**src/hw/rv_pkg.sv**
```systemverilog
package rv_pkg;

  // datapath and memory sizing
  localparam int xlen        = 32;
  localparam int reg_addr_w  = 5;
  localparam int imem_words  = 64;
  localparam int imem_addr_w = 6;

  typedef logic [xlen-1:0]       word_t;
  typedef logic [reg_addr_w-1:0] reg_addr_t;

  // major opcodes of the supported instruction groups
  localparam logic [6:0] opc_lui     = 7'b0110111;
  localparam logic [6:0] opc_reg_imm = 7'b0010011;
  localparam logic [6:0] opc_reg_reg = 7'b0110011;
  localparam logic [6:0] opc_jal     = 7'b1101111;
  localparam logic [6:0] opc_jalr    = 7'b1100111;
  localparam logic [6:0] opc_branch  = 7'b1100011;
  localparam logic [6:0] opc_environ = 7'b1110011;

  // funct7 of sub, sra and srai
  localparam logic [6:0] funct7_alt = 7'b0100000;

  // what the writeback stage holds in a given cycle
  typedef enum logic [2:0] {
    invalid      = 3'd0,
    reset        = 3'd1,
    no_stall     = 3'd2,
    taken_branch = 3'd4
  } cycle_status_e;

  typedef struct packed {
    word_t         pc;
    word_t         insn;
    cycle_status_e status;
  } decode_stage_t;

  typedef struct packed {
    word_t         pc;
    word_t         insn;
    word_t         a;
    word_t         b;
    cycle_status_e status;
  } execute_stage_t;

  // shared by the memory and writeback stage registers
  typedef struct packed {
    word_t         pc;
    word_t         insn;
    word_t         result;
    logic          we;
    logic          illegal;
    cycle_status_e status;
  } result_stage_t;

  // source of an execute operand
  typedef enum logic [1:0] {
    fwd_rf  = 2'd0,
    fwd_mem = 2'd1,
    fwd_wb  = 2'd2
  } fwd_sel_e;

endpackage

```
**src/hw/fetch_unit.sv**
```systemverilog
`timescale 1ns/1ps

module fetch_unit (
  input  logic                         clk,
  input  logic                         rst,
  input  logic                         imem_we,
  input  logic [rv_pkg::imem_addr_w-1:0] imem_addr,
  input  rv_pkg::word_t                imem_data,
  input  logic                         redirect,
  input  rv_pkg::word_t                redirect_pc,
  output rv_pkg::word_t                pc,
  output rv_pkg::word_t                insn
);

  rv_pkg::word_t imem [rv_pkg::imem_words];

  // program load port, usable while the core sits in reset
  always_ff @(posedge clk) begin
    if (imem_we) begin
      imem[imem_addr] <= imem_data;
    end
  end

  // next pc is either sequential or the resolved target from execute
  always_ff @(posedge clk) begin
    if (rst) begin
      pc <= '0;
    end else if (redirect) begin
      pc <= redirect_pc;
    end else begin
      pc <= pc + 32'd4;
    end
  end

  // word addressed, low two pc bits dropped
  assign insn = imem[pc[rv_pkg::imem_addr_w+1:2]];

endmodule

```
**config.mk**
```make
export PLATFORM = sky130hd
export DESIGN_NAME = fetch_unit
export DESIGN_NICKNAME = d
export VERILOG_FILES = /design/src/hw/rv_pkg.sv /design/src/hw/fetch_unit.sv
export SDC_FILE = /design/constraint.sdc
export NUM_CORES = 2
export LEC_CHECK = 0
export BUFFER_PORTS_ARGS = -buffer_cell sky130_fd_sc_hd__buf_2
export CORE_MARGIN = 2
export CORE_UTILIZATION = 29
export CTS_BUF_LIST = sky130_fd_sc_hd__clkbuf_8
export CTS_CLUSTER_DIAMETER = 100
export DETAILED_ROUTE_END_ITERATION = 8
export HOLD_SLACK_MARGIN = 0.02
export PLACE_DENSITY_LB_ADDON = 0.25
export SLEW_MARGIN = 25
export SYNTH_ARGS = -nofsm -noshare
export SYNTH_HDL_FRONTEND = slang
export SYNTH_SLANG_ARGS = --single-unit
```
**constraint.sdc**
```tcl
create_clock -name clk -period 6.1 [get_ports clk]
set_clock_uncertainty 0.2 [all_clocks]
set_input_delay 1.22 -clock clk [delete_from_list [all_inputs] [get_ports clk]]
set_output_delay 1.22 -clock clk [all_outputs]
set_load 0.1 [all_outputs]
```
==> impl_results.md <==
* Status: complete, no violations
* Hold Path Class: in2reg
* Crit-path cells: buf_12 > nand3b_1 > o221ai_1 > a21oi_1 > o21ai_0 > o311a_1 > buf_2
* Synth Area in Compound Gates at 2.03%
* Final hold violation count at 0
* Largest net degree at the start of global routing at 74
* CP endpoint kind: output pin
* Critical Path Source: pc[4]$_SDFF_PP0_
* Die W at 530 um
* Root buffer cell: clkbuf_8
* Tightest Pin Transition at ~1.1 ns
* Total Power at between 20000 and 30000 uW
* Die H at 530 um
* CORE AREA at approximately 0.28 mm2
* Delay of the slowest critical-path stage at ~0.7 ns
* First drt pass iteration count at 5
* Final ANT Viol Nets at 0
* Sequential fraction of design power at 53.0%
* DR iter-0 viols at around 3800
* Worst path arrival time at roughly 4.5 ns
* Seq/Total Area, Yosys at 77.4%
* Slew Viols, Final at 0
* Top post-synthesis cells by area: edfxtp_1, mux4_2, mux2i_1
* Combinational share of power at 7.7%
* Final setup TNS at 0 ns
* Clock power frac at between 30 and 40%
* Total track usage at between 15 and 20%
* Worst-skew pair later-pin latency at 0.93 ns
* Crit-path max FO at 30
* First-pass GRT wire length at slightly above 300 mm
* Number of distinct library cells after synthesis at 46
* EDFF count, synth at roughly 2000
* Clock-pin slew on the worst setup and hold paths at about 0.060 ns
* Setup violators final at 0
* Post-Synthesis Cell Area at roughly 0.080 mm2
* Synth warnings at 0
* Async S/R FF share, synth at 0%
* CTS Buf Count at 358
* IO Port Bufs at 137
* Avg Synthesized Cell Area at between 20 and 25 um2
* Hold path cells at 3
* Share of the synthesized area in the top cell type at around 77%
* P per Cell Area at around 320 mW/mm2
* Ys flop type: edfxtp_1
* Startpoint Class: flop
* Total number of vias at 39060
* Post-synthesis simple-gate area fraction at under 10%
* Crit-path slowest cell: dfxtp_4
* Reg2Reg Launch Point: pc[2]$_SDFF_PP0_
* Reg2reg path depth at 7
* Share of post-route cells with drive strength above 1 at between 30% and 40%
* Initial core utilization at 29.1%
* Die footprint at between 0.2 and 0.3 mm2
* Synth-to-layout area growth at 16.3%
* Post-Syn Instances at 3608
* Period utilisation layout at a little over nine tenths
* Initial antenna violation count at 24
* CTS tree: built
* RSZ-0062 raised after global routing: false
* Switch share at ~25%
* Vias in the first global route at 40217
* Hold path startpoint: redirect_pc[12]
* Net switching power at around 7400 uW
* Filler instances at between 20000 and 30000
* DRC Markers at 0
* Routed len/inst at between 20 and 30 um
* Largest family of logic cells by synthesized area: multiplexers
* Mapped Nets at between 3000 and 4000
* CTS Buffer Depth at 4
* Most common cell in the netlist: edfxtp_1
* Layout Nets at between 4000 and 5000
* Data required, critical path at roughly 4.7 ns
* Cell-internal power at ~23000 uW
* DP Wirelength at 127 mm
* Leakage power total at ~0.029 uW
* Synth cell count leaders: edfxtp_1, mux4_2, mux2i_1
* Synth Area in Adders at less than 1%
* Num Clock Sinks at approximately 2100
* Number of synthesized register bits at roughly 2100
* Critical path type: reg2out
* Fmax at approximately 170 MHz
* H-tree levels at 5
* Max-slew headroom at 25.5%
* Cell Rows at a little under 200
* Top Ports at ~140
* Post-detailed-route via-to-cell ratio at slightly below 5
* Peak supply drop at about 0.00015 V
* Final GP Congestion at approximately 0.75
* Post-cts hold buffer count at 0
* Wirelength, routed at roughly 220 mm
* Multiplexer area fraction after synthesis at between 10% and 20%
* MaxCap Viol Count at 0
* Total gr overflow at 0
* XOR/XNOR Fraction of Synth Area at less than 1%
* Period minus WS final at a little under 6 ns
* Leading area contributor after synthesis: edfxtp_1
final timing paths:
check                                           to  slack, ns
worst min register to register  pc[1]$_SDFFE_PP0P_       0.30
worst min-delay path             pc[12]$_SDFF_PP0_       0.26
worst max-delay path                      insn[31]       0.17
worst max register to register   pc[18]$_SDFF_PP0_       2.73
sequential cells by signal (all words and copies together) (netlist names):
signal,count
imem,2048
pc,32
layout make-up:
cell class	instances	area [um2]	area share (%)
clock buffers	363	5000	5.35
repair buffers	317	2480	2.66
multi-input cells	1323	17500	18.8
inverters	3	11.3	0.0121
diodes	4	10.0	0.0107
well taps	3705	4640	4.97
flip-flops and latches	2080	62200	66.6
clock inverters	268	1510	1.61
layer usage:
layer	global-route usage, %	vias to the layer above	routed length, um
met5	0	-	142
met4	4.59	24	5590
met3	3.10	353	13400
met2	24.7	1196	105000
met1	21.1	21207	95900
li1	-	16280	-
cells in the final DEF (no fill, tap or decap), types with 31 or more instances in the layout:
cell type	instances
a211oi_1	52
inv_1	111
clkinv_1	94
mux4_2	492
clkinv_2	31
nand2_1	72
buf_4	174
mux2i_1	183
o22ai_1	66
nor2_1	67
nor2_4	62
o21ai_0	33
clkbuf_8	363
buf_2	114
edfxtp_1	2048
mux2_2	66
critical path: cells and delay by family, from the launching register on:
kind	cells	cell delay, ns
AO/OA/AOI/OAI	4	1.39
buffers and inverters	2	0.80
flip-flops	1	0.70
AND/OR/NAND/NOR	1	0.63
per-stage QoR:
step / instances / utilization [%] / hold slack [ns] / setup slack, ns / instance area (um2)
2_1_floorplan: 3608 / - / 0.776 / 0.484 / 80300
3_3_place_gp: 7420 / 31.4 / 0.270 / 0.875 / 86600
3_5_place_dp: 7427 / 31.5 / 0.292 / 0.915 / 86700
4_1_cts: 8059 / 33.8 / 0.126 / 0.0768 / 93300
5_1_grt: 8060 / 33.8 / 0.232 / 0.0461 / 93300
6_report: 8063 / 33.8 / 0.264 / 0.167 / 93300
kinds of logic (layout without fill, tap and decap cells):
kind of cell	count (synthesis)	in the layout
adder cells (fa/ha/maj)	1	1
flip-flops	2080	2080
buffers and inverters	205	951
other	0	4
AND/OR/NAND/NOR	318	318
XOR/XNOR	27	27
AO/OA/AOI/OAI	236	236
multiplexers	741	741
power groups by stage:
stage | sequential [uW] | combinational, uW | clock (uW)
2_1_floorplan | 16200 | 1440 | 0
3_3_place_gp | 16200 | 2330 | 0
3_5_place_dp | 16200 | 2350 | 0
6_report | 15900 | 2320 | 11800
5_1_grt | 15900 | 2460 | 12700
4_1_cts | 15900 | 2360 | 12100
what timing repair did:
action / in CTS / in global routing
gates resized for setup: 1 / 0
setup buffers: 1 / 0
setup endpoints to repair: 5 / 0
(Power assumes the default switching activity.)
