===== config.mk =====
export PLATFORM = sky130hd
export DESIGN_NAME = reg_file
export DESIGN_NICKNAME = d
export VERILOG_FILES = /design/src/hw/rv_pkg.sv /design/src/hw/reg_file.sv
export SDC_FILE = /design/constraint.sdc
export NUM_CORES = 2
export LEC_CHECK = 0
export BUFFER_PORTS_ARGS = -buffer_cell sky130_fd_sc_hd__buf_2
export CAP_MARGIN = 10
export CORE_UTILIZATION = 35
export CTS_CLUSTER_DIAMETER = 120
export DETAILED_ROUTE_END_ITERATION = 10
export PLACE_DENSITY = 0.63
export SETUP_SLACK_MARGIN = 0.2
export SLEW_MARGIN = 20
export SYNTH_ARGS = -nofsm -noshare
export SYNTH_HDL_FRONTEND = slang
export SYNTH_SLANG_ARGS = --single-unit
export TNS_END_PERCENT = 5

===== constraint.sdc =====
create_clock -name clk -period 2.1 [get_ports clk]
set_input_delay 0.21 -clock clk [delete_from_list [all_inputs] [get_ports clk]]
set_output_delay 0.21 -clock clk [all_outputs]
set_load 0.05 [all_outputs]

===== src/hw/rv_pkg.sv =====
package rv_pkg;

  // datapath and memory sizing
  localparam int xlen        = 32;
  localparam int reg_addr_w  = 5;
  localparam int imem_words  = 64;
  localparam int imem_addr_w = 6;

  typedef logic [xlen-1:0]       word_t;
  typedef logic [reg_addr_w-1:0] reg_addr_t;

  // major opcodes of the supported instruction groups
  localparam logic [6:0] opc_lui     = 7'b0110111;
  localparam logic [6:0] opc_reg_imm = 7'b0010011;
  localparam logic [6:0] opc_reg_reg = 7'b0110011;
  localparam logic [6:0] opc_jal     = 7'b1101111;
  localparam logic [6:0] opc_jalr    = 7'b1100111;
  localparam logic [6:0] opc_branch  = 7'b1100011;
  localparam logic [6:0] opc_environ = 7'b1110011;

  // funct7 of sub, sra and srai
  localparam logic [6:0] funct7_alt = 7'b0100000;

  // what the writeback stage holds in a given cycle
  typedef enum logic [2:0] {
    invalid      = 3'd0,
    reset        = 3'd1,
    no_stall     = 3'd2,
    taken_branch = 3'd4
  } cycle_status_e;

  typedef struct packed {
    word_t         pc;
    word_t         insn;
    cycle_status_e status;
  } decode_stage_t;

  typedef struct packed {
    word_t         pc;
    word_t         insn;
    word_t         a;
    word_t         b;
    cycle_status_e status;
  } execute_stage_t;

  // shared by the memory and writeback stage registers
  typedef struct packed {
    word_t         pc;
    word_t         insn;
    word_t         result;
    logic          we;
    logic          illegal;
    cycle_status_e status;
  } result_stage_t;

  // source of an execute operand
  typedef enum logic [1:0] {
    fwd_rf  = 2'd0,
    fwd_mem = 2'd1,
    fwd_wb  = 2'd2
  } fwd_sel_e;

endpackage


===== src/hw/reg_file.sv =====
`timescale 1ns/1ps

module reg_file (
  input  logic              clk,
  input  logic              rst,
  input  rv_pkg::reg_addr_t rs1,
  input  rv_pkg::reg_addr_t rs2,
  output rv_pkg::word_t     rs1_data,
  output rv_pkg::word_t     rs2_data,
  input  logic              we,
  input  rv_pkg::reg_addr_t rd,
  input  rv_pkg::word_t     rd_data
);

  // x0 has no storage
  rv_pkg::word_t regs [1:31];

  assign rs1_data = (rs1 == '0) ? '0 : regs[rs1];
  assign rs2_data = (rs2 == '0) ? '0 : regs[rs2];

  always_ff @(posedge clk) begin
    if (rst) begin
      for (int i = 1; i < 32; i++) begin
        regs[i] <= '0;
      end
    end else if (we && rd != '0) begin
      regs[rd] <= rd_data;
    end
  end

endmodule


==> metrics.md <==
| Metric | Value |
|---|---|
| Status | `complete, but fails checks` |
| Failing checks | `negative setup slack` |
| Clock buffer depth | `3` |
| Crit Path Category | `reg2out` |
| Register with the most flip-flops | `regs` |
| XOR/XNOR Fraction of Synth Area | `0%` |
| Largest family of logic cells by synthesized area | `multiplexers` |
| Mapped cell area | `about 54,000 sq um` |
| 1st-iter DRT viols | `approximately 4,700` |
| Port bufs | `around 110` |
| Synth Area per Inst | `around 15 sq um` |
| Total negative slack | `-43.17 ns` |
| Area growth syn-to-layout | `27.3%` |
| WL final | `190,000 microns` |
| Via count | `36,013` |
| Post-synth EDFFs | `slightly above 1,000` |
| Non-Filler Instances | `6,093` |
| Largest net degree at the start of global routing | `34` |
| Remaining DRCs | `0` |
| Crit-path slowest cell | `mux4_2` |
| Slew headroom | `a little over half` |
| Overall routing resource usage | `around a quarter` |
| CTS Sinks | `1,024` |
| Final nets | `3,996` |
| Clk root buf | `clkbuf_16` |
| Io pins | `between 100 and 150` |
| Share of cells above drive strength 1 | `a little over 40%` |
| Synth warnings | `0` |
| Largest register FFs | `around 1,000` |
| Max incr delay on CP | `between 0.5 and 0.6 ns` |
| Final min period | `approximately 3.0 ns` |
| First-pass GRT wire length | `~270,000 microns` |
| CP arrival | `around 2.8 ns` |
| TritonCTS clock tree | `yes` |
| DRT antenna net count | `0` |
| Filler cell count | `approximately 13,000` |
| Async set or reset register ratio after synthesis | `0%` |
| Core region area | `approximately 150,000 sq um` |
| Adder-cell share of the synthesized area | `0%` |
| Synth Area in Simple Gates | `approximately an eighth` |
| Max Slew Vio Count | `0` |
| Starting density of the core | `between 30% and 40%` |
| Hold Vio Cnt, Final | `0` |
| Mapped Cells | `between 3,000 and 4,000` |
| P_leak | `approximately 24 nW` |
| # rows | `roughly 140` |
| Max Cap Viol | `0` |
| Die Ht | `around 400 microns` |
| Slew @ Worst Pin | `roughly 0.7 ns` |
| Hold WS | `0.0346 ns` |
| Placed cell areas | `64,400 sq um` |
| H-tree depth | `3` |
| Wirelength per Cell | `between 30 and 40 microns` |
| Crit-path cells | `mux4_2, mux4_2, o22ai_1, buf_4, nor3_4, buf_6` |
| Pre-CTS setup slack | `-0.658 ns` |
| FMAX | `between 0.3 and 0.4 GHz` |
| Final setup fails | `64` |
| Hold Path Class | `in2reg` |
| Num CTS Buffers | `around 110` |
| Most frequent cells in the layout | `1,024 x edfxtp_1, 993 x and2_1, 472 x mux4_2` |
| Grt ovf | `0` |
| Power per cell area | `around 760 nW/um^2` |
| Total Power | `around 53 mW` |
| Commonest non-fill, non-tap cell in the layout | `edfxtp_1` |
| Vias in the first global route | `36,029` |
| Synth cell types | `43` |
| Most used cell, CP | `mux4_2` |
| Biggest regs | `regs x1024` |
| Placed Instances | `5,862` |
| Sequential share of the synthesized area | `between 50% and 60%` |
| WP data required | `1.89 ns` |
| Mux cell area share after synthesis | `23.0%` |
| RSZ-0062 raised after global routing | `yes` |
| Ys flop type | `edfxtp_1` |
| Die area | `roughly 160,000 sq um` |
| CP endpoint kind | `primary output` |
| Compound-cell area share of the yosys netlist | `under 10%` |
| Initial DRT Pass Iterations | `5` |
| Gp weighted congestion | `0.897` |
| Tcrit/Tclk final | `141%` |
| #FFs+latches synth | `roughly 1,000` |
| Post-Layout Inst Area | `69,000 sq um` |
| Maximum vdd drop | `a little over 700 uV` |
| Post-DP HPWL | `129,000 microns` |
| Core Util, Final | `about 45%` |
| Die width | `about 400 microns` |
| Critical Path Fanout Max | `2` |
| Drt via density | `between 5 and 6` |
| Reg clk slew, reported paths | `0.07 ns` |
| Setup ws final | `-0.866 ns` |
| Critical Path Start Type | `flip-flop` |
| Initial antenna violation count | `23` |
[cells in the mapped netlist, types with 2 or more instances]
cell | instances | area, sq um
mux2_2 | 30 | 338
or2_1 | 2 | 12.5
mux2i_1 | 150 | 1500
buf_6 | 19 | 214
edfxtp_1 | 1024 | 30700
a221oi_1 | 4 | 35.0
nand3b_1 | 5 | 37.5
or3_1 | 2 | 12.5
nand2_1 | 8 | 30.0
a22o_1 | 51 | 447
nor4b_1 | 2 | 17.5
or2_2 | 31 | 194
buf_4 | 37 | 278
buf_1 | 13 | 48.8
a32o_1 | 4 | 40.0
a21oi_1 | 12 | 60.1
a2111oi_0 | 14 | 123
buf_2 | 51 | 255
nor3_1 | 54 | 270
nor2_1 | 36 | 135
nand2b_1 | 6 | 37.5
a2111oi_1 | 41 | 410
nor2b_1 | 14 | 87.6
a22oi_1 | 16 | 120
mux4_2 | 472 | 10600
and2_1 | 995 | 6220
and3_1 | 3 | 18.8
inv_1 | 2 | 7.51
or3b_2 | 4 | 35.0
nor4_1 | 6 | 37.5
clkbuf_1 | 264 | 991
nand3_1 | 5 | 25.0
o22ai_1 | 103 | 644
o21ai_1 | 4 | 20.0
a211oi_1 | 7 | 52.6
a221o_1 | 2 | 20.0
[report_power, final]
group | internal [mW] | switching, mW
combinational | 4.07 | 4.82
sequential | 23.6 | 0.634
clock | 11.0 | 8.48
total | 38.7 | 13.9
[repair_timing]
action / in CTS / in global routing
gates resized for setup: 190 / 17
pin swaps: 121 / 7
buffers inserted: 3 / 1
cloned: 0 / 0
endpoints found under the hold margin: 16 / 0
hold buffers: 16 / 0
setup endpoints to repair: 64 / 64
[area by class of cell]
cell class	instances	area [sq um]	area share [%]
repair buffers	691	7480	10.8
clock inverters	78	758	1.10
multi-input cells	2121	24700	35.8
well taps	2044	2560	3.70
clock buffers	122	2760	3.99
flip-flops and latches	1024	30700	44.5
diodes	11	27.5	0.0399
inverters	2	8.76	0.0127
[metal layers]
metal	vias up	GRT usage [%]	wire length, microns	share of wire, %
met5	-	0	78	0.041
met4	12	8.61	7060	3.7
li1	14520	-	-	-
met2	2170	36.6	85700	45
met3	333	4.73	19600	10
met1	18978	34.1	77300	41
[cell families after synthesis]
kind of cell    after synthesis
other cells                   1
mux                         652
flops                      1024
compound gates              259
simple gates               1178
buf+inv                     386
[path summary, 6_finish.rpt]
kind                    startpoint            to  slack (ns)  cells after the start
worst max-delay path  regs[21][20]  rs1_data[20]       -0.87                      6
worst min-delay path    rd_data[1]    regs[0][1]        0.03                      1
[worst max-delay path: cells and delay by family (launching register included)]
family | cells | cell delay, ns
AOI/OAI and AO/OA | 1 | 0.15
and+or+nand+nor | 1 | 0.05
DFF | 1 | 0.41
buffers and inverters | 2 | 0.34
muxes | 2 | 1.08
No activity file was read; power rests on OpenSTA's default activity.
