$ cat src/hw/rv_pkg.sv
package rv_pkg;

  // datapath and memory sizing
  localparam int xlen        = 32;
  localparam int reg_addr_w  = 5;
  localparam int imem_words  = 64;
  localparam int imem_addr_w = 6;

  typedef logic [xlen-1:0]       word_t;
  typedef logic [reg_addr_w-1:0] reg_addr_t;

  // major opcodes of the supported instruction groups
  localparam logic [6:0] opc_lui     = 7'b0110111;
  localparam logic [6:0] opc_reg_imm = 7'b0010011;
  localparam logic [6:0] opc_reg_reg = 7'b0110011;
  localparam logic [6:0] opc_jal     = 7'b1101111;
  localparam logic [6:0] opc_jalr    = 7'b1100111;
  localparam logic [6:0] opc_branch  = 7'b1100011;
  localparam logic [6:0] opc_environ = 7'b1110011;

  // funct7 of sub, sra and srai
  localparam logic [6:0] funct7_alt = 7'b0100000;

  // what the writeback stage holds in a given cycle
  typedef enum logic [2:0] {
    invalid      = 3'd0,
    reset        = 3'd1,
    no_stall     = 3'd2,
    taken_branch = 3'd4
  } cycle_status_e;

  typedef struct packed {
    word_t         pc;
    word_t         insn;
    cycle_status_e status;
  } decode_stage_t;

  typedef struct packed {
    word_t         pc;
    word_t         insn;
    word_t         a;
    word_t         b;
    cycle_status_e status;
  } execute_stage_t;

  // shared by the memory and writeback stage registers
  typedef struct packed {
    word_t         pc;
    word_t         insn;
    word_t         result;
    logic          we;
    logic          illegal;
    cycle_status_e status;
  } result_stage_t;

  // source of an execute operand
  typedef enum logic [1:0] {
    fwd_rf  = 2'd0,
    fwd_mem = 2'd1,
    fwd_wb  = 2'd2
  } fwd_sel_e;

endpackage

$ cat src/hw/execute_alu.sv
`timescale 1ns/1ps

module execute_alu (
  input  rv_pkg::execute_stage_t ex_stage,
  input  rv_pkg::fwd_sel_e       fwd_a,
  input  rv_pkg::fwd_sel_e       fwd_b,
  input  rv_pkg::word_t          mem_result,
  input  rv_pkg::word_t          wb_result,
  output rv_pkg::word_t          result,
  output logic                   result_we,
  output logic                   illegal,
  output logic                   redirect,
  output rv_pkg::word_t          redirect_pc
);

  logic [6:0]    opcode;
  logic [6:0]    funct7;
  logic [2:0]    funct3;
  logic          alt;
  logic          taken;
  logic [4:0]    shamt;
  rv_pkg::word_t op_a;
  rv_pkg::word_t op_b;
  rv_pkg::word_t alu_b;
  rv_pkg::word_t alu_out;
  rv_pkg::word_t imm_i;
  rv_pkg::word_t imm_b;
  rv_pkg::word_t imm_j;
  rv_pkg::word_t link_pc;

  assign opcode = ex_stage.insn[6:0];
  assign funct3 = ex_stage.insn[14:12];
  assign funct7 = ex_stage.insn[31:25];
  assign alt    = (funct7 == rv_pkg::funct7_alt);

  assign imm_i = {{20{ex_stage.insn[31]}}, ex_stage.insn[31:20]};
  assign imm_b = {{20{ex_stage.insn[31]}}, ex_stage.insn[7], ex_stage.insn[30:25],
                  ex_stage.insn[11:8], 1'b0};
  assign imm_j = {{12{ex_stage.insn[31]}}, ex_stage.insn[19:12], ex_stage.insn[20],
                  ex_stage.insn[30:21], 1'b0};
  assign link_pc = ex_stage.pc + 32'd4;

  // memory stage holds the newer result, so it wins over writeback
  always_comb begin
    case (fwd_a)
      rv_pkg::fwd_mem: op_a = mem_result;
      rv_pkg::fwd_wb:  op_a = wb_result;
      default:         op_a = ex_stage.a;
    endcase
    case (fwd_b)
      rv_pkg::fwd_mem: op_b = mem_result;
      rv_pkg::fwd_wb:  op_b = wb_result;
      default:         op_b = ex_stage.b;
    endcase
  end

  // one ALU for both reg-imm and reg-reg forms
  assign alu_b = (opcode == rv_pkg::opc_reg_imm) ? imm_i : op_b;
  assign shamt = alu_b[4:0];

  always_comb begin
    case (funct3)
      3'b000:  alu_out = (opcode == rv_pkg::opc_reg_reg && alt) ? op_a - alu_b : op_a + alu_b;
      3'b001:  alu_out = op_a << shamt;
      3'b010:  alu_out = {31'd0, $signed(op_a) < $signed(alu_b)};
      3'b011:  alu_out = {31'd0, op_a < alu_b};
      3'b100:  alu_out = op_a ^ alu_b;
      3'b101:  alu_out = alt ? rv_pkg::word_t'($signed(op_a) >>> shamt) : op_a >> shamt;
      3'b110:  alu_out = op_a | alu_b;
      default: alu_out = op_a & alu_b;
    endcase
  end

  // branch condition from funct3
  always_comb begin
    case (funct3)
      3'b000:  taken = (op_a == op_b);
      3'b001:  taken = (op_a != op_b);
      3'b100:  taken = ($signed(op_a) < $signed(op_b));
      3'b101:  taken = ($signed(op_a) >= $signed(op_b));
      3'b110:  taken = (op_a < op_b);
      default: taken = (op_a >= op_b);
    endcase
  end

  always_comb begin
    result      = alu_out;
    result_we   = 1'b0;
    illegal     = 1'b0;
    redirect    = 1'b0;
    redirect_pc = ex_stage.pc + imm_b;
    case (opcode)
      rv_pkg::opc_lui: begin
        result    = {ex_stage.insn[31:12], 12'd0};
        result_we = 1'b1;
      end
      rv_pkg::opc_reg_imm: begin
        // shifts by immediate only allow the funct7 patterns of slli, srli and srai
        if ((funct3 == 3'b001 && funct7 != 7'd0) ||
            (funct3 == 3'b101 && funct7 != 7'd0 && !alt)) begin
          illegal = 1'b1;
        end else begin
          result_we = 1'b1;
        end
      end
      rv_pkg::opc_reg_reg: begin
        if (funct7 == 7'd0 || (alt && (funct3 == 3'b000 || funct3 == 3'b101))) begin
          result_we = 1'b1;
        end else begin
          illegal = 1'b1;
        end
      end
      rv_pkg::opc_branch: begin
        if (funct3 == 3'b010 || funct3 == 3'b011) begin
          illegal = 1'b1;
        end else begin
          redirect = taken;
        end
      end
      rv_pkg::opc_jal: begin
        result      = link_pc;
        result_we   = 1'b1;
        redirect    = 1'b1;
        redirect_pc = ex_stage.pc + imm_j;
      end
      rv_pkg::opc_jalr: begin
        if (funct3 == 3'b000) begin
          result      = link_pc;
          result_we   = 1'b1;
          redirect    = 1'b1;
          redirect_pc = (op_a + imm_i) & ~32'd1;
        end else begin
          illegal = 1'b1;
        end
      end
      rv_pkg::opc_environ: begin
        // ecall only, it has no result
        illegal = (ex_stage.insn[31:7] != 25'd0);
      end
      default: begin
        illegal = 1'b1;
      end
    endcase
  end

endmodule

$ cat config.mk
export PLATFORM = sky130hd
export DESIGN_NAME = execute_alu
export DESIGN_NICKNAME = d
export VERILOG_FILES = /design/src/hw/rv_pkg.sv /design/src/hw/execute_alu.sv
export SDC_FILE = /design/constraint.sdc
export NUM_CORES = 1
export LEC_CHECK = 0
export BUFFER_PORTS_ARGS = -buffer_cell sky130_fd_sc_hd__buf_2
export CELL_PAD_IN_SITES_DETAIL_PLACEMENT = 0
export CELL_PAD_IN_SITES_GLOBAL_PLACEMENT = 1
export CORE_MARGIN = 2
export CORE_UTILIZATION = 43
export DETAILED_ROUTE_END_ITERATION = 6
export GPL_TIMING_DRIVEN = 0
export PLACE_DENSITY = 0.95
export SYNTH_ARGS = -nofsm -noshare
export SYNTH_HDL_FRONTEND = slang
export SYNTH_SLANG_ARGS = --single-unit
$ cat constraint.sdc
create_clock -name vclk -period 5.7
set_input_delay 0.285 -clock vclk [all_inputs]
set_output_delay 0.285 -clock vclk [all_outputs]
set_load 0.1 [all_outputs]
==> flow_summary.toml <==
[timing]
setup_viol = 3
rsz0062_at_grt = "true"
period_needed_ns = 5.72
holdWs_ns = 1.10
layout_setup_ws_ns = -0.0198
tightest_slew_ns = 1.77
hold_viol = 0
max_freq_mhz = 175
drv_slew = 9
slew_headroom = -0.190
min_period_over_period = 1.00

[routing]
wl_um = 112000
firstDrtPassIters = 7
wl_per_cell_um = 32.7
drt_iter0_drc = 4414
route.detailed.drc = 124
ant_nets = 0
num_vias = 25490
post_drt_via_cell_ratio = 7.41

[floorplan]
num_io_pins = 266
initial_core_util = 0.438
fp.dieArea_mm2 = 0.0411
core_mm2 = 0.0388
die_x_um = 203
num_rows = 72
fp.dieH_um = 203

[worst_setup_path]
slowest_delay_ns = 0.95
arrival_ns = 5.43
cp.required_ns = 5.41
slowest_stage = "a211oi_1"
startpoint_type = "primary input"
critPathKind = "in2out"
cp_max_fo = 10
end_kind = "primary output"
crit_buf_inv = 6
crit_chain = "buf_2, inv_1, ha_1, buf_2, clkbuf_1, nand2_1, o21ai_2, inv_1, a211oi_1, a21oi_1, mux4_2, o21ai_0, a22oi_1, o21a_1, o211ai_1, buf_2"
critical-path-top-delay-family = "compound AO/OA/AOI/OAI gates"
cp_common_cell = "buf_2"

[finish]
fin_cells = 3442
drive_above_1_share = 0.168
nNetsFinal = 3330
clock_buffers = 0
nFlopsAndLatches = 0
multiInputGateArea_mm2 = 0.0161
fillers = 4097
seqCellArea_um2 = 0
syn_to_final_growth_pct = 16.5

[yosys]
yosysSeqAreaShare = 0
synth.top_cell.area_share = 0.153
synth.most_common_cell = "a21oi_1"
ys_top_cells_by_area = "ha_1 (15%), a21oi_1 (7.8%), o21ai_0 (6.6%), nor2_1 (5.5%), nand2_1 (5.3%)"
avgSynthCellArea_um2 = 6.46
synth_area_leader_cell = "ha_1"
synth_commonest_cells = "a21oi_1 (266), nor2_1 (248), nand2_1 (238)"
yosysWarnings = 0
syn_inst = 2631
syn_nets = 3043
syn_area_mm2 = 0.0170
synth_cell_type_count = 93

[global_routing]
grt_overflow = 0
grt_pass1_wl_um = 159000
grt_pass1_vias = 23159
grt_start_max_net_pins = 45
antenna_found_initial = 15
grt_usage = 0.521

[place]
portBuffers = 263
pre_cts_slack_ns = -1.21
detailed_place_hpwl_um = 90800
gp_congestion = 1.30
dp.cells = 3425

[status]
violations = "DRC, capacitance limit, slew limit, setup timing"
outcome = "finished, violations left"

[hold_path]
hold_path_class = "in2out"

[clock_network]
cts-hold-fix-buffers = 0

[flow_run]
maxCapViolCount = 3
-- placed cells by master, fill, tap and decap left out, types with 16 or more instances in the layout --
cell        n
inv_1     138
xor2_1     36
nor2_1    248
o21bai_1   24
and3_1     20
o21a_1     21
mux2_2     19
a21oi_1   263
o21ai_2    22
mux2i_1    58
o22ai_1    22
nand3_1    65
a21o_1     74
buf_2     277
ha_1      205
a211oi_1   97
o221ai_1   21
a22oi_1    81
o21ai_0   196
a221o_1    19
xnor2_1    54
nand2b_1   16
nand4_1    38
buf_4      32
a31oi_1    31
nand2_1   238
o211ai_1   44
nor3_1     62
clkbuf_1   94
-- final cells by class --
class	instances	share of cell area
plain buffers	167	0.0408
well taps	518	0.0327
diodes	8	0.00101
inverters	147	0.0282
repair buffers	293	0.0843
multi-input cells	2309	0.813
-- per-stage QoR --
| step | cell area, um^2 | util | setup TNS (ns) |
|---|---|---|---|
| finish | 19800 | 0.510 | -0.0253 |
| global route | 19800 | 0.510 | -0.0384 |
| CTS | 19500 | 0.502 | 0 |
| detailed placement | 19300 | 0.497 | -18.17 |
| global placement | 19100 | 0.491 | -41.07 |
| floorplan | 17100 | - | -0.0437 |
-- worst min-delay path: stages --
cell and delay (ns):
buf_2 0.12, and2_1 0.13, buf_2 0.28
-- worst paths after layout --
kind | to | slack (ns) | start | depth (start not counted)
worst min-delay path | redirect_pc[0] | 1.10 | ex_stage[99] | 3
worst max-delay path | result[8] | -0.02 | fwd_a[0] | 16
-- repair_timing --
| action | CTS | global route |
|---|---|---|
| pin swaps | 6 | 6 |
| endpoints found under the setup margin | 37 | 26 |
| setup buffers | 5 | 12 |
| resized for setup | 58 | 76 |
-- cells by family after synthesis --
group           Yosys count  synth area share
xor+xnor                 90            0.0464
buf+inv                 322            0.0752
simple gates            797             0.220
fa+ha+maj               213             0.159
mux                      92            0.0656
compound gates         1117             0.434
-- per-layer routing --
metal | GRT usage | up-vias | share of wire
li1 | - | 10612 | -
met1 | 0.617 | 11801 | 0.35
met2 | 0.733 | 2384 | 0.38
met3 | 0.238 | 683 | 0.16
met4 | 0.387 | 10 | 0.10
met5 | 0.00833 | - | 0.0012
