<file path="src/hw/rv_pkg.sv">
package rv_pkg;

  // datapath and memory sizing
  localparam int xlen        = 32;
  localparam int reg_addr_w  = 5;
  localparam int imem_words  = 64;
  localparam int imem_addr_w = 6;

  typedef logic [xlen-1:0]       word_t;
  typedef logic [reg_addr_w-1:0] reg_addr_t;

  // major opcodes of the supported instruction groups
  localparam logic [6:0] opc_lui     = 7'b0110111;
  localparam logic [6:0] opc_reg_imm = 7'b0010011;
  localparam logic [6:0] opc_reg_reg = 7'b0110011;
  localparam logic [6:0] opc_jal     = 7'b1101111;
  localparam logic [6:0] opc_jalr    = 7'b1100111;
  localparam logic [6:0] opc_branch  = 7'b1100011;
  localparam logic [6:0] opc_environ = 7'b1110011;

  // funct7 of sub, sra and srai
  localparam logic [6:0] funct7_alt = 7'b0100000;

  // what the writeback stage holds in a given cycle
  typedef enum logic [2:0] {
    invalid      = 3'd0,
    reset        = 3'd1,
    no_stall     = 3'd2,
    taken_branch = 3'd4
  } cycle_status_e;

  typedef struct packed {
    word_t         pc;
    word_t         insn;
    cycle_status_e status;
  } decode_stage_t;

  typedef struct packed {
    word_t         pc;
    word_t         insn;
    word_t         a;
    word_t         b;
    cycle_status_e status;
  } execute_stage_t;

  // shared by the memory and writeback stage registers
  typedef struct packed {
    word_t         pc;
    word_t         insn;
    word_t         result;
    logic          we;
    logic          illegal;
    cycle_status_e status;
  } result_stage_t;

  // source of an execute operand
  typedef enum logic [1:0] {
    fwd_rf  = 2'd0,
    fwd_mem = 2'd1,
    fwd_wb  = 2'd2
  } fwd_sel_e;

endpackage

</file>
<file path="src/hw/pipe_control.sv">
`timescale 1ns/1ps

module pipe_control (
  input  logic                   clk,
  input  logic                   rst,
  input  rv_pkg::word_t          fetch_pc,
  input  rv_pkg::word_t          fetch_insn,
  output rv_pkg::reg_addr_t      rf_rs1,
  output rv_pkg::reg_addr_t      rf_rs2,
  input  rv_pkg::word_t          rf_rs1_data,
  input  rv_pkg::word_t          rf_rs2_data,
  output logic                   rf_we,
  output rv_pkg::reg_addr_t      rf_rd,
  output rv_pkg::word_t          rf_wdata,
  output rv_pkg::execute_stage_t ex_stage,
  output rv_pkg::fwd_sel_e       fwd_a,
  output rv_pkg::fwd_sel_e       fwd_b,
  output rv_pkg::word_t          mem_result,
  output rv_pkg::word_t          wb_result,
  input  rv_pkg::word_t          ex_result,
  input  logic                   ex_we,
  input  logic                   ex_illegal,
  input  logic                   redirect,
  output logic                   halt,
  output rv_pkg::word_t          trace_pc,
  output rv_pkg::word_t          trace_insn,
  output rv_pkg::cycle_status_e  trace_status,
  output logic                   trace_we,
  output rv_pkg::reg_addr_t      trace_rd,
  output rv_pkg::word_t          trace_data
);

  rv_pkg::decode_stage_t  dec_q;
  rv_pkg::execute_stage_t ex_q;
  rv_pkg::result_stage_t  mem_q;
  rv_pkg::result_stage_t  wb_q;
  rv_pkg::word_t          dec_a;
  rv_pkg::word_t          dec_b;
  rv_pkg::reg_addr_t      ex_rs1;
  rv_pkg::reg_addr_t      ex_rs2;
  rv_pkg::reg_addr_t      mem_rd;
  rv_pkg::reg_addr_t      wb_rd;

  assign rf_rs1 = dec_q.insn[19:15];
  assign rf_rs2 = dec_q.insn[24:20];
  assign ex_rs1 = ex_q.insn[19:15];
  assign ex_rs2 = ex_q.insn[24:20];
  assign mem_rd = mem_q.insn[11:7];
  assign wb_rd  = wb_q.insn[11:7];

  // register file writes at the edge, so a same-cycle read takes the writeback value
  assign dec_a = (wb_q.we && wb_rd == rf_rs1) ? wb_q.result : rf_rs1_data;
  assign dec_b = (wb_q.we && wb_rd == rf_rs2) ? wb_q.result : rf_rs2_data;

  always_comb begin
    if (mem_q.we && mem_rd == ex_rs1) begin
      fwd_a = rv_pkg::fwd_mem;
    end else if (wb_q.we && wb_rd == ex_rs1) begin
      fwd_a = rv_pkg::fwd_wb;
    end else begin
      fwd_a = rv_pkg::fwd_rf;
    end
    if (mem_q.we && mem_rd == ex_rs2) begin
      fwd_b = rv_pkg::fwd_mem;
    end else if (wb_q.we && wb_rd == ex_rs2) begin
      fwd_b = rv_pkg::fwd_wb;
    end else begin
      fwd_b = rv_pkg::fwd_rf;
    end
  end

  // a redirect squashes the two younger instructions in fetch and decode
  always_ff @(posedge clk) begin
    if (rst) begin
      dec_q <= '{pc: '0, insn: '0, status: rv_pkg::reset};
      ex_q  <= '{pc: '0, insn: '0, a: '0, b: '0, status: rv_pkg::reset};
    end else if (redirect) begin
      dec_q <= '{pc: '0, insn: '0, status: rv_pkg::taken_branch};
      ex_q  <= '{pc: '0, insn: '0, a: '0, b: '0, status: rv_pkg::taken_branch};
    end else begin
      dec_q <= '{pc: fetch_pc, insn: fetch_insn, status: rv_pkg::no_stall};
      ex_q  <= '{pc: dec_q.pc, insn: dec_q.insn, a: dec_a, b: dec_b, status: dec_q.status};
    end
  end

  // x0 writes are dropped here so nothing downstream forwards or stores them
  always_ff @(posedge clk) begin
    if (rst) begin
      mem_q <= '{pc: '0, insn: '0, result: '0, we: 1'b0, illegal: 1'b0,
                 status: rv_pkg::reset};
      wb_q  <= '{pc: '0, insn: '0, result: '0, we: 1'b0, illegal: 1'b0,
                 status: rv_pkg::reset};
    end else begin
      mem_q <= '{pc: ex_q.pc, insn: ex_q.insn, result: ex_result,
                 we: ex_we && (ex_q.insn[11:7] != '0),
                 illegal: ex_illegal && (ex_q.status == rv_pkg::no_stall),
                 status: ex_q.status};
      wb_q  <= mem_q;
    end
  end

  assign ex_stage   = ex_q;
  assign mem_result = mem_q.result;
  assign wb_result  = wb_q.result;

  assign rf_we    = wb_q.we;
  assign rf_rd    = wb_rd;
  assign rf_wdata = wb_q.result;

  assign halt = (wb_q.status == rv_pkg::no_stall) && (wb_q.insn == {25'd0, rv_pkg::opc_environ});

  // illegal instructions show up with pc and insn cleared
  assign trace_pc     = wb_q.illegal ? '0 : wb_q.pc;
  assign trace_insn   = wb_q.illegal ? '0 : wb_q.insn;
  assign trace_status = wb_q.status;
  assign trace_we     = wb_q.we;
  assign trace_rd     = wb_rd;
  assign trace_data   = wb_q.result;

endmodule

</file>
<file path="config.mk">
export PLATFORM = sky130hd
export DESIGN_NAME = pipe_control
export DESIGN_NICKNAME = d
export VERILOG_FILES = /design/src/hw/rv_pkg.sv /design/src/hw/pipe_control.sv
export SDC_FILE = /design/constraint.sdc
export NUM_CORES = 1
export LEC_CHECK = 0
export BUFFER_PORTS_ARGS = -buffer_cell sky130_fd_sc_hd__buf_2
export CAP_MARGIN = 20
export CORE_ASPECT_RATIO = 0.7
export CORE_MARGIN = 2
export CORE_UTILIZATION = 35
export DETAILED_ROUTE_END_ITERATION = 8
export HOLD_SLACK_MARGIN = 0.12
export REMOVE_ABC_BUFFERS = 1
export SKIP_LAST_GASP = 1
export SLEW_MARGIN = 20
export SYNTH_ARGS = -nofsm -noshare
export SYNTH_HDL_FRONTEND = slang
export SYNTH_SLANG_ARGS = --single-unit
</file>
<file path="constraint.sdc">
create_clock -name clk -period 2.5 [get_ports clk]
set_input_delay 0.5 -clock clk [delete_from_list [all_inputs] [get_ports clk]]
set_output_delay 0.5 -clock clk [all_outputs]
set_load 0.02 [all_outputs]
</file>
==> results.toml <==
[clock_tree]
cts_tree = "built"
cts.clk_slew.worst_paths_ns = 0.06
post_cts_buffers = 0
ctsHoldBuffers = 0
cts_made_buffers = 39
cts.sinks = 400
insertion_delay_ns = 0.53
clockBufferDepth = 3
cts_root_buf = "clkbuf_16"
cts.htree.levels = 2

[run]
drv_cap = 0

[synth]
synthTopCellsByArea = "dfxtp_1, nor2b_1, buf_4"
ys_ff_latch = 400
yosysTopAreaCell = "dfxtp_1"
ys_seq_area_frac = 0.596
avgSynthCellArea_um2 = 10.8
yosysTopAreaCellShare = 0.596
yosysWarnings = 0
syn-instance-count = 1240
synth.distinct_cells = 28
netlist_area_mm2 = 0.0134

[status]
status = "complete, no violations"

[critical_path]
crit_chain = "xor2_1, nor4_1, nand3_1, nor2_1, buf_2"
crit_fanout = 8
slowest_delay_ns = 0.38
required_ns = 2.00
critPathSlowestCell = "dfxtp_2"
crit_type = "register to output port"
arrival_ns = 1.86
endpoint_kind = "output port"
start_kind = "register"

[sta]
setup_viol_count_final = 0
rsz0062_at_grt = "no"
min_period_ns = 2.36
drv_slew = 0
post-route-period-util = 0.945
hold_viol_final = 0
slew_headroom = 0.642
tightest_slew_ns = 0.537
tns_ns = 0
fin_worst_skew_ns = 0.0107
fmax_ghz = 0.423
setup_slack_ns = 0.138

[detailed_routing]
vias = 8838
dr.pass1.iters = 4
drc = 0
wl_mm = 35.0
wire_per_inst_um = 16.6
drt_iter0_drc = 285
antenna_left = 0
viasPerCell = 4.20

[power_and_ir_drop]
p_leak_nw = 8.34
vdd_drop_max_mv = 0.458
p_clk_frac = 0.440
p_sw_frac = 0.225
power.switching_mw = 3.00
power_frac_comb = 0.062
internal_power_mw = 10.3
p_seq_frac = 0.498
power_density_mw_per_mm2 = 801

[grt]
antenna_found_initial = 14
grt.total_usage = 0.167
grt_pass1_vias = 8779
grt_max_degree = 115
grt_overflow_total = 0
grt_pass1_wl_mm = 51.3

[placed_design]
pre_cts_ws_ns = 0.453
dp_hpwl_mm = 25.9
io_buffers = 517
gp_congestion = 0.884

[floorplanning]
core_area_mm2 = 0.0375
die_y_um = 168
die_width_um = 238
start_util = 0.358
die_area_mm2 = 0.0400
placementRows = 59
ios = 518

[finish]
num-nets-final = 1754
drive_above_1_share = 0.368
fillers = 3606
area_growth_pct = 23.9

[hold_path]
hp-class = "primary input to register"
cells by family (layout without fill, tap and decap cells):
family,after synthesis,count (layout),share of synthesized area
and+or+nand+nor,526,526,0.228
buffers and inverters,219,592,0.108
AOI/OAI and AO/OA,1,1,0.000559
xor gates and xnor gates,30,30,0.0196
DFF,400,400,0.596
other,0,5,0
muxes,64,64,0.0477
sequential cells by signal, summed over array words and instances, names as in the netlist:
| register | cells |
|---|---|
| dec_q | 57 |
| ex_stage | 131 |
| mem_q | 69 |
| mem_result | 32 |
| rf_rd | 5 |
| rf_rs1 | 5 |
| rf_rs2 | 5 |
| rf_wdata | 32 |
| rf_we | 1 |
| trace_status | 3 |
| wb_q | 60 |
area by class of cell:
class	count	area, um2	area share
tap	488	611	0.0367
multi-input combinational	621	3990	0.240
timing repair buffer	526	2740	0.164
sequential	400	8010	0.482
inverter	1	3.75	0.000226
clock inverter	14	190	0.0114
clock buffer	51	1080	0.0651
antenna	5	12.5	0.000752
path summary, 6_finish.rpt:
check                      startpoint                 endpoint  slack [ns]  cells past startpoint
setup reg to reg  rf_rd[3]$_SDFF_PP0_  ex_stage[58]$_SDFF_PP0_        0.73                      6
hold / removal          fetch_insn[1]      dec_q[4]$_SDFF_PP0_        0.17                      2
setup / recovery  rf_rd[1]$_SDFF_PP0_                 fwd_a[1]        0.14                      5
hold reg to reg   dec_q[9]$_SDFF_PP0_  ex_stage[73]$_SDFF_PP0_        0.42                      1
metrics by stage:
step                       util  instance area, um2  power, mW  cells  hold slack, ns
after floorplan               -               12000       7.16   1022           0.383
after global placement    0.409               15300       7.61   2036           0.388
after detailed placement  0.409               15300       7.62   2036           0.411
after CTS                 0.443               16600       13.5   2101           0.134
after global routing      0.443               16600       13.9   2102           0.139
final                     0.444               16600       13.3   2106           0.167
timing repair:
item,in CTS,in global routing
setup endpoints to repair,1,3
cloned,0,0
gates resized for setup,1,5
power by group through the flow:
stage	Clock [mW]	Combinational (mW)	Sequential, mW
after CTS	6.04	0.837	6.64
after detailed placement	0	0.834	6.78
after global placement	0	0.831	6.78
after global routing	6.31	0.889	6.66
final	5.86	0.825	6.64
after floorplan	0	0.199	6.96
cell usage after synthesis (all sizes together):
cell type / count
a21o: 1
and2: 129
and3: 3
and4b: 1
buf: 171
clkbuf: 47
dfxtp: 400
inv: 1
mux2i: 64
nand2: 99
nand3: 4
nand4: 1
nor2: 7
nor2b: 262
nor3: 4
nor3b: 1
nor4: 11
nor4b: 1
or2: 2
or4: 1
xnor2: 6
xor2: 24
cell usage in the layout (no fill, tap or decap), drive strengths merged, types with 6 or more instances in the layout:
cell,n
clkbuf,51
nor2b,262
xnor2,6
mux2i,64
and2,129
xor2,24
nand2,99
buf,526
clkinv,7
nor4,11
nor2,7
dfxtp,400
critical path: cells and delay by family, from the launching register on:
kind	cells	cell delay, ns
AND/OR/NAND/NOR	3	0.60
flip-flops	1	0.38
buffers and inverters	1	0.17
XOR/XNOR	1	0.18
routing by layer:
layer	vias to the layer above	routed length, um	GRT usage
met3	71	2830	0.0576
li1	4373	-	-
met2	312	16400	0.282
met1	4074	14700	0.199
met4	8	1070	0.0552
met5	-	49	0
(Power assumes the default switching activity.)
